$ cat src/source/cpuPkg.sv
package cpuPkg;

    // datapath sizes
    localparam int wordWidth   = 32;
    localparam int regCount    = 16;
    localparam int regSelWidth = 4;
    localparam int opWidth     = 5;
    localparam int stateWidth  = 4;

    // instruction fields
    localparam int opMsb      = 31;
    localparam int opLsb      = 27;
    localparam int raMsb      = 26;
    localparam int raLsb      = 23;
    localparam int rbMsb      = 22;
    localparam int rbLsb      = 19;
    localparam int rcMsb      = 18;
    localparam int rcLsb      = 15;
    localparam int constWidth = 15; // bits 14..0, sign-extended

    // opcodes
    localparam logic [opWidth-1:0] opSt   = 5'b00010;
    localparam logic [opWidth-1:0] opAdd  = 5'b00011;
    localparam logic [opWidth-1:0] opSub  = 5'b00100;
    localparam logic [opWidth-1:0] opAnd  = 5'b00101;
    localparam logic [opWidth-1:0] opOr   = 5'b00110;
    localparam logic [opWidth-1:0] opAddi = 5'b01000;
    localparam logic [opWidth-1:0] opNop  = 5'b01101;
    localparam logic [opWidth-1:0] opMul  = 5'b01111;
    localparam logic [opWidth-1:0] opDiv  = 5'b10000;
    localparam logic [opWidth-1:0] opMfhi = 5'b10100;
    localparam logic [opWidth-1:0] opMflo = 5'b10101;
    localparam logic [opWidth-1:0] opHalt = 5'b11010;

    // sequencer states
    localparam logic [stateWidth-1:0] stateT0        = 4'd0;
    localparam logic [stateWidth-1:0] stateT1        = 4'd1;
    localparam logic [stateWidth-1:0] stateT2        = 4'd2;
    localparam logic [stateWidth-1:0] stateT3        = 4'd3;
    localparam logic [stateWidth-1:0] stateT4        = 4'd4;
    localparam logic [stateWidth-1:0] stateT5        = 4'd5;
    localparam logic [stateWidth-1:0] stateT6        = 4'd6;
    localparam logic [stateWidth-1:0] stateFetchWait = 4'd7; // also the store wait
    localparam logic [stateWidth-1:0] stateHalted    = 4'd8;

    localparam logic [wordWidth-1:0] resetPc = 32'h0000_0000;

endpackage

$ cat src/source/controlSequencer.sv
`timescale 1ns/1ps

module controlSequencer
    import cpuPkg::*;
(
    input  logic                   clock,
    input  logic                   rstN,
    input  logic [wordWidth-1:0]   irWord,
    input  logic                   memAck,
    output logic                   pcOut,
    output logic                   mdrOut,
    output logic                   zLowOut,
    output logic                   zHighOut,
    output logic                   hiOut,
    output logic                   loOut,
    output logic                   regOut,
    output logic                   constOut,
    output logic                   pcIn,
    output logic                   marIn,
    output logic                   mdrIn,
    output logic                   irIn,
    output logic                   yIn,
    output logic                   zIn,
    output logic                   regIn,
    output logic                   hiIn,
    output logic                   loIn,
    output logic                   incPc,
    output logic [opWidth-1:0]     aluOp,
    output logic                   memCapture,
    output logic [regSelWidth-1:0] regSel,
    output logic                   memReq,
    output logic                   memWrite,
    output logic                   halted
);

    logic [stateWidth-1:0] state;
    logic [stateWidth-1:0] nextState;
    logic [opWidth-1:0]    opcode;
    logic                  isAlu;
    logic                  isWide;
    logic                  isImm;
    logic                  isSt;

    assign opcode = irWord[opMsb:opLsb];
    assign isWide = (opcode == opMul) || (opcode == opDiv);
    assign isImm  = (opcode == opAddi);
    assign isSt   = (opcode == opSt);
    assign isAlu  = isWide || isImm || (opcode == opAdd) || (opcode == opSub)
                    || (opcode == opAnd) || (opcode == opOr);

    always_comb begin
        {pcOut, mdrOut, zLowOut, zHighOut, hiOut, loOut, regOut, constOut} = '0;
        {pcIn, marIn, mdrIn, irIn, yIn, zIn, regIn, hiIn, loIn} = '0;
        incPc      = 1'b0;
        memCapture = 1'b0;
        aluOp      = opNop;
        regSel     = irWord[raMsb:raLsb]; // ra unless a step says otherwise
        nextState  = state;
        case (state)
            stateT0: begin
                pcOut = 1'b1;
                marIn = 1'b1;
                incPc = 1'b1;
                zIn   = 1'b1;
                nextState = stateT1;
            end
            stateT1: begin
                zLowOut   = 1'b1;
                pcIn      = 1'b1;
                nextState = stateFetchWait; // memReq rises on this edge
            end
            stateFetchWait: begin
                if (memAck) begin
                    memCapture = !memWrite; // store keeps its own MDR
                    nextState  = stateT2;
                end
            end
            stateT2: begin
                if (!memAck) begin
                    if (memWrite) begin
                        nextState = stateT0;
                    end else begin
                        mdrOut    = 1'b1;
                        irIn      = 1'b1;
                        nextState = stateT3;
                    end
                end
            end
            stateT3: begin
                if (isAlu || isSt) begin
                    regSel    = irWord[rbMsb:rbLsb];
                    regOut    = 1'b1;
                    yIn       = 1'b1;
                    nextState = stateT4;
                end else if (opcode == opMfhi) begin
                    hiOut     = 1'b1;
                    regIn     = 1'b1;
                    nextState = stateT0;
                end else if (opcode == opMflo) begin
                    loOut     = 1'b1;
                    regIn     = 1'b1;
                    nextState = stateT0;
                end else if (opcode == opHalt) begin
                    nextState = stateHalted;
                end else begin
                    nextState = stateT0; // nop and unknown codes
                end
            end
            stateT4: begin
                if (isImm || isSt) begin
                    constOut = 1'b1;
                end else begin
                    regSel = irWord[rcMsb:rcLsb];
                    regOut = 1'b1;
                end
                aluOp     = isSt ? opAdd : opcode; // st forms rb + constant
                zIn       = 1'b1;
                nextState = stateT5;
            end
            stateT5: begin
                zLowOut = 1'b1;
                if (isSt) begin
                    marIn     = 1'b1;
                    nextState = stateT6;
                end else if (isWide) begin
                    loIn      = 1'b1;
                    nextState = stateT6;
                end else begin
                    regIn     = 1'b1;
                    nextState = stateT0;
                end
            end
            stateT6: begin
                if (isSt) begin
                    regOut    = 1'b1;
                    mdrIn     = 1'b1;
                    nextState = stateFetchWait;
                end else begin
                    zHighOut  = 1'b1;
                    hiIn      = 1'b1;
                    nextState = stateT0;
                end
            end
            stateHalted: nextState = stateHalted;
            default:     nextState = stateT0;
        endcase
    end

    always_ff @(posedge clock) begin
        if (!rstN) begin
            state    <= stateT0;
            memReq   <= 1'b0;
            memWrite <= 1'b0;
            halted   <= 1'b0;
        end else begin
            state <= nextState;
            if (state == stateT1) begin
                memReq <= 1'b1; // fetch read, MAR set in T0
            end
            if (state == stateT6 && isSt) begin
                memReq   <= 1'b1;
                memWrite <= 1'b1;
            end
            if (state == stateFetchWait && memAck) begin
                memReq <= 1'b0;
            end
            if (state == stateT2 && !memAck) begin
                memWrite <= 1'b0; // port idle again
            end
            if (state == stateT3 && opcode == opHalt) begin
                halted <= 1'b1;
            end
        end
    end

endmodule

$ cat config.mk
export PLATFORM = sky130hd
export DESIGN_NAME = controlSequencer
export DESIGN_NICKNAME = d
export VERILOG_FILES = /design/src/source/cpuPkg.sv /design/src/source/controlSequencer.sv
export SDC_FILE = /design/constraint.sdc
export NUM_CORES = 1
export LEC_CHECK = 0
export BUFFER_PORTS_ARGS = -buffer_cell sky130_fd_sc_hd__buf_2
export CAP_MARGIN = 20
export CORE_UTILIZATION = 30
export CTS_CLUSTER_SIZE = 24
export DETAILED_ROUTE_END_ITERATION = 16
export SYNTH_ARGS = -nofsm -noshare
export SYNTH_HDL_FRONTEND = slang
export SYNTH_SLANG_ARGS = --single-unit
export TNS_END_PERCENT = 10
$ cat constraint.sdc
create_clock -name clock -period 2.4 [get_ports clock]
set_input_delay 0.36 -clock clock [delete_from_list [all_inputs] [get_ports clock]]
set_output_delay 0.36 -clock clock [all_outputs]
set_load 0.05 [all_outputs]
## Yosys cells after proc, flatten, opt, wreduce, memory -nomap -nowiden

Cells that the tools add are included.

- Input bits: 35
- Word-level logic and storage cells: 100
- Register bits: 7
- Output and inout bits: 31

- Reductions and logical operators: 21
- Multiplexer cells: 53
- Equality and inequality tests: 21
- Bitwise gates (word level): 1

Operators by type and width:

| operator | number |
|---|---|
| $pmux 4 s9 | 1 |
| $mux 1 | 34 |
| $mux 4 | 8 |
| $eq 5x5->1 const B | 4 |
| $eq 4x3->1 const B | 4 |
| $eq 5x3->1 const B | 3 |
| $eq 5x2->1 const B | 2 |
| $eq 5x4->1 const B | 2 |
| $mux 5 | 2 |
| $mux 3 | 3 |
| $eq 4x2->1 const B | 2 |
| $logic_or 1x1->1 | 8 |
| $pmux 4 s2 | 1 |
| $reduce_or 2->1 | 4 |
| $eq 4x1->1 const B | 1 |
| $eq 4x4->1 const B | 1 |
| $logic_and 1x1->1 | 4 |
| $logic_not 4->1 | 1 |
| $ne 2x2->1 const B | 2 |
| $pmux 1 s2 | 2 |
| $pmux 1 s3 | 1 |
| $logic_not 1->1 | 2 |
| $mux 2 | 1 |
| $reduce_and 2->1 | 1 |
| other kinds (2) | 2 |

## Logic depth before layout (Yosys ltp)

- Depth after elaboration: 10
- Gate-level depth with buffers: 6
- Gate-level depth less buffers: 5

## Worst setup path before layout

Ideal clock, no wire load.

- Path type: register -> output
- From: register state[0]
- To: output port mdrOut
- Data arrival time: 2.693 ns
- Data required time: 2.040 ns
- Buffers on the path: 2
- Path slack: -0.653 ns
- Cell stages (with the launch flop): 5
- Path through: dfxtp_1 or2_0 buf_2 nor4_1 buf_4

- Cells in the longest elaborated chain, start to end: 2

Ends and longest elaborated chain:

| item | line | source |
|---|---|---|
| from (decl) | controlSequencer.sv:36 | `logic [stateWidth-1:0] state;` |
| from (signal assigned) | controlSequencer.sv:151 | `state <= stateT0;` |
| from (signal assigned) | controlSequencer.sv:156 | `state <= nextState;` |
| $eq 4x2->1 | -- |  |
| $mux 1 | -- |  |
| to (decl) | controlSequencer.sv:11 | `output logic mdrOut,` |

Every way passes these cells.

## Worst setup path after layout

- From: register state[0]
- To: output port regSel[2]

- Cells in the longest elaborated chain, start to end: 2
- Elaborated cells on any way between the ends: 3
- Classes of those cells: eq/ne: 2; mux: 1

Ends and longest elaborated chain:

| item | line | source |
|---|---|---|
| $eq 4x3->1 or $eq 4x2->1 (tied branches) | controlSequencer.sv:59 | `case (state)` |
| $pmux 4 s2 * | controlSequencer.sv:59 |  |
| to (decl) | controlSequencer.sv:30 | `output logic [regSelWidth-1:0] regSel,` |

Every way passes the cells marked *; elsewhere a longest branch is shown, timed or not.

==> metrics.yaml <==
outcome:
  outcome: "complete, no violations"
clock_tree:
  clkSinkCount: 7
  cts_inserted_buffers: 3
  tritoncts: "done"
  worst_skew_pair.late_latency_ps: 240
  clk_transition_reported_paths_ps: 50
  cts-root-buf: "sky130_fd_sc_hd__clkbuf_4"
  cts_htree_levels: 1
  cts-root-to-sink-buffers: 2
  postCtsSetupBuffers: 0
placement:
  pre_cts_slack_ps: 206
  gp_congestion: 0.810
  placed_cells: 189
  port_buffers: 50
  dp.final_hpwl_um: 1870
timing:
  final.min_clock_period_ps: 2220
  postLayoutSetupSlackWorst_ps: 180
  timing_worst_slew_pin_value_ps: 538
  tns_ps: 0
  finalCritPeriodShare_pct: 92.5
  final_report_setup_violation_count: 0
  worst_slew_margin_rel_pct: 63.8
  hold_violations: 0
  finClkSkew_ps: 2.81
  final_max_slew_viol_count: 0
  maxClockFrequency_mhz: 451
  grt_setup_unrepaired: "false"
yosys:
  avgSynthCellArea_um2: 7.23
  synth_enable_flop_cells: 0
  synth_async_sr_flop_share_pct: 0
  netlist_instances: 110
  seq_area_frac_synth_pct: 17.6
  netlist_area_um2: 796
  netlist-cell-type-count: 42
  mappedNetlistNets: 145
  synthFlopType: "sky130_fd_sc_hd__dfxtp_1"
  synth-seq-cells: 7
  yosysWarnings: 0
drt:
  post_dr_wirelength_cell_um: 11.6
  drt_pre_antenna_iters: 4
  drt_first_iter_violations: 15
  routed_via_density: 5.15
  antenna_left: 0
  detail_route.wirelength_um: 2240
  drcViolationCount: 0
  dr_total_vias: 994
die:
  design.die.area_mm2: 0.00286
  dieHeight_um: 53.5
  row_count: 18
  floorplan.die.width_um: 53.5
  pin_count: 66
  core_area_mm2: 0.00250
  initial_utilization_pct: 31.8
critical_path:
  cp.required_ps: 2040
  cp.arrival_ps: 1860
  critical_path.max_fanout: 8
  timing.reg2reg.setup_slack_ps: 840
  cell_type_of_the_slowest_stage_on_the_worst_timing_path: "sky130_fd_sc_hd__dfxtp_1"
  path_class: "reg2out"
  cp-end-kind: "output port"
  setup.worst_path.start_class: "register"
  critical_path.cell_chain: "or2_1 > nor3_4 > a21oi_2 > a221o_1 > buf_2"
  critical_path.max_stage_delay_ps: 370
finish:
  n_antenna_cell: 0
  drive_above_1_share_pct: 42.3
  fill_cells: 265
  final_cells: 193
  layout_commonest_cell: "sky130_fd_sc_hd__buf_2"
  layout.area.seq_um2: 140
  multi_input_comb_area_um2: 606
  synth_to_layout_area_growth_pct: 41.2
  most-common-layout-cells: "sky130_fd_sc_hd__buf_2, sky130_fd_sc_hd__nor2_1"
  num-nets-final: 199
grt:
  grt_remaining_overflow: 0
  grt_pass1_vias: 825
  grt_pass1_wl_um: 3510
  antenna_found_initial: 0
  grt.total_usage_pct: 16.5
  grt_start_max_net_pins: 11
power_and_ir_drop:
  p_per_area_mw_per_mm2: 636
  totalPowerFinal_mw: 0.715
  vdd.ir_drop.worst_uv: 505
  power.static_leakage_nw: 0.559
hold_path:
  timing.hold.worst.class: "in2reg"
run:
  maxCapViolations: 0
-- registers in the layout, indices dropped and copies added, names as in the netlist --
signal,cells
memReq,1
state,4
halted,1
memWrite,1
-- report_power, final --
group / switching (mW) / internal, mW
clock network: 0.0403 / 0.0632
logic: 0.328 / 0.139
registers: 0.0159 / 0.129
total: 0.384 / 0.331
-- per-layer routing --
metal  track usage, %  part of all wire (%)  vias up
li1                 -                     -      508
met1             20.8                    45      456
met2             27.7                    49       26
met3             2.01                   5.0        4
met4             7.02                   1.2        0
met5                0                     0        -
-- logic make-up (layout without fill, tap and decap cells) --
| family | count (synthesis) | count (layout) | synth area share, % |
|---|---|---|---|
| multiplexers | 1 | 1 | 1.26 |
| XOR/XNOR | 1 | 1 | 1.10 |
| AO/OA/AOI/OAI | 26 | 26 | 27.8 |
| AND/OR/NAND/NOR | 64 | 64 | 44.3 |
| buffers and inverters | 11 | 64 | 7.86 |
| flip-flops | 7 | 7 | 17.6 |
-- metrics by stage --
step | instance area, um^2 | hold WS (ps) | util (%)
after floorplan | 802 | 477 | -
after global placement | 1090 | 447 | 43.6
after detailed placement | 1090 | 458 | 43.6
after CTS | 1120 | 394 | 44.7
after global routing | 1120 | 399 | 44.9
final | 1120 | 403 | 44.9
-- cell type report --
class,instances,share of cell area [%]
multi-input combinational,92,53.9
timing repair buffer,57,26.9
sequential,7,12.5
tap,30,3.34
clock buffer,4,2.34
inverter,3,1.00
-- worst paths after layout --
path                                from         to  depth (start not counted)
worst max-delay path            state[0]  regSel[2]                          5
worst min-delay path                rstN   state[2]                          2
worst max register to register  state[0]     memReq                          5
worst min register to register    halted     halted                          1
-- critical path: cells and delay by family (launching register included) --
kind	cells	cell delay [ps]
and+or+nand+nor	2	640
AOI/OAI and AO/OA	2	390
DFF	1	370
buffers and inverters	1	210
-- synthesized netlist by cell type (3+ instances only) --
cell type / number / area, um^2
sky130_fd_sc_hd__nand2b_1: 7 / 43.8
sky130_fd_sc_hd__nor3_1: 7 / 35.0
sky130_fd_sc_hd__buf_4: 3 / 22.5
sky130_fd_sc_hd__dfxtp_1: 7 / 140
sky130_fd_sc_hd__nor2_1: 18 / 67.6
sky130_fd_sc_hd__and2_1: 4 / 25.0
sky130_fd_sc_hd__a21oi_1: 4 / 20.0
sky130_fd_sc_hd__or3_1: 5 / 31.3
sky130_fd_sc_hd__a221o_1: 4 / 40.0
sky130_fd_sc_hd__inv_1: 3 / 11.3
sky130_fd_sc_hd__o21a_1: 5 / 37.5
sky130_fd_sc_hd__and3_1: 4 / 25.0
sky130_fd_sc_hd__nand2_1: 4 / 15.0
sky130_fd_sc_hd__nand3_1: 3 / 15.0
-- what timing repair did --
action                                  4_1_cts  5_1_grt
hold buffers                                  0        0
resized for setup                             0        2
hold endpoints to repair                      0        0
endpoints found under the setup margin        0        4
(Power assumes the default switching activity.)
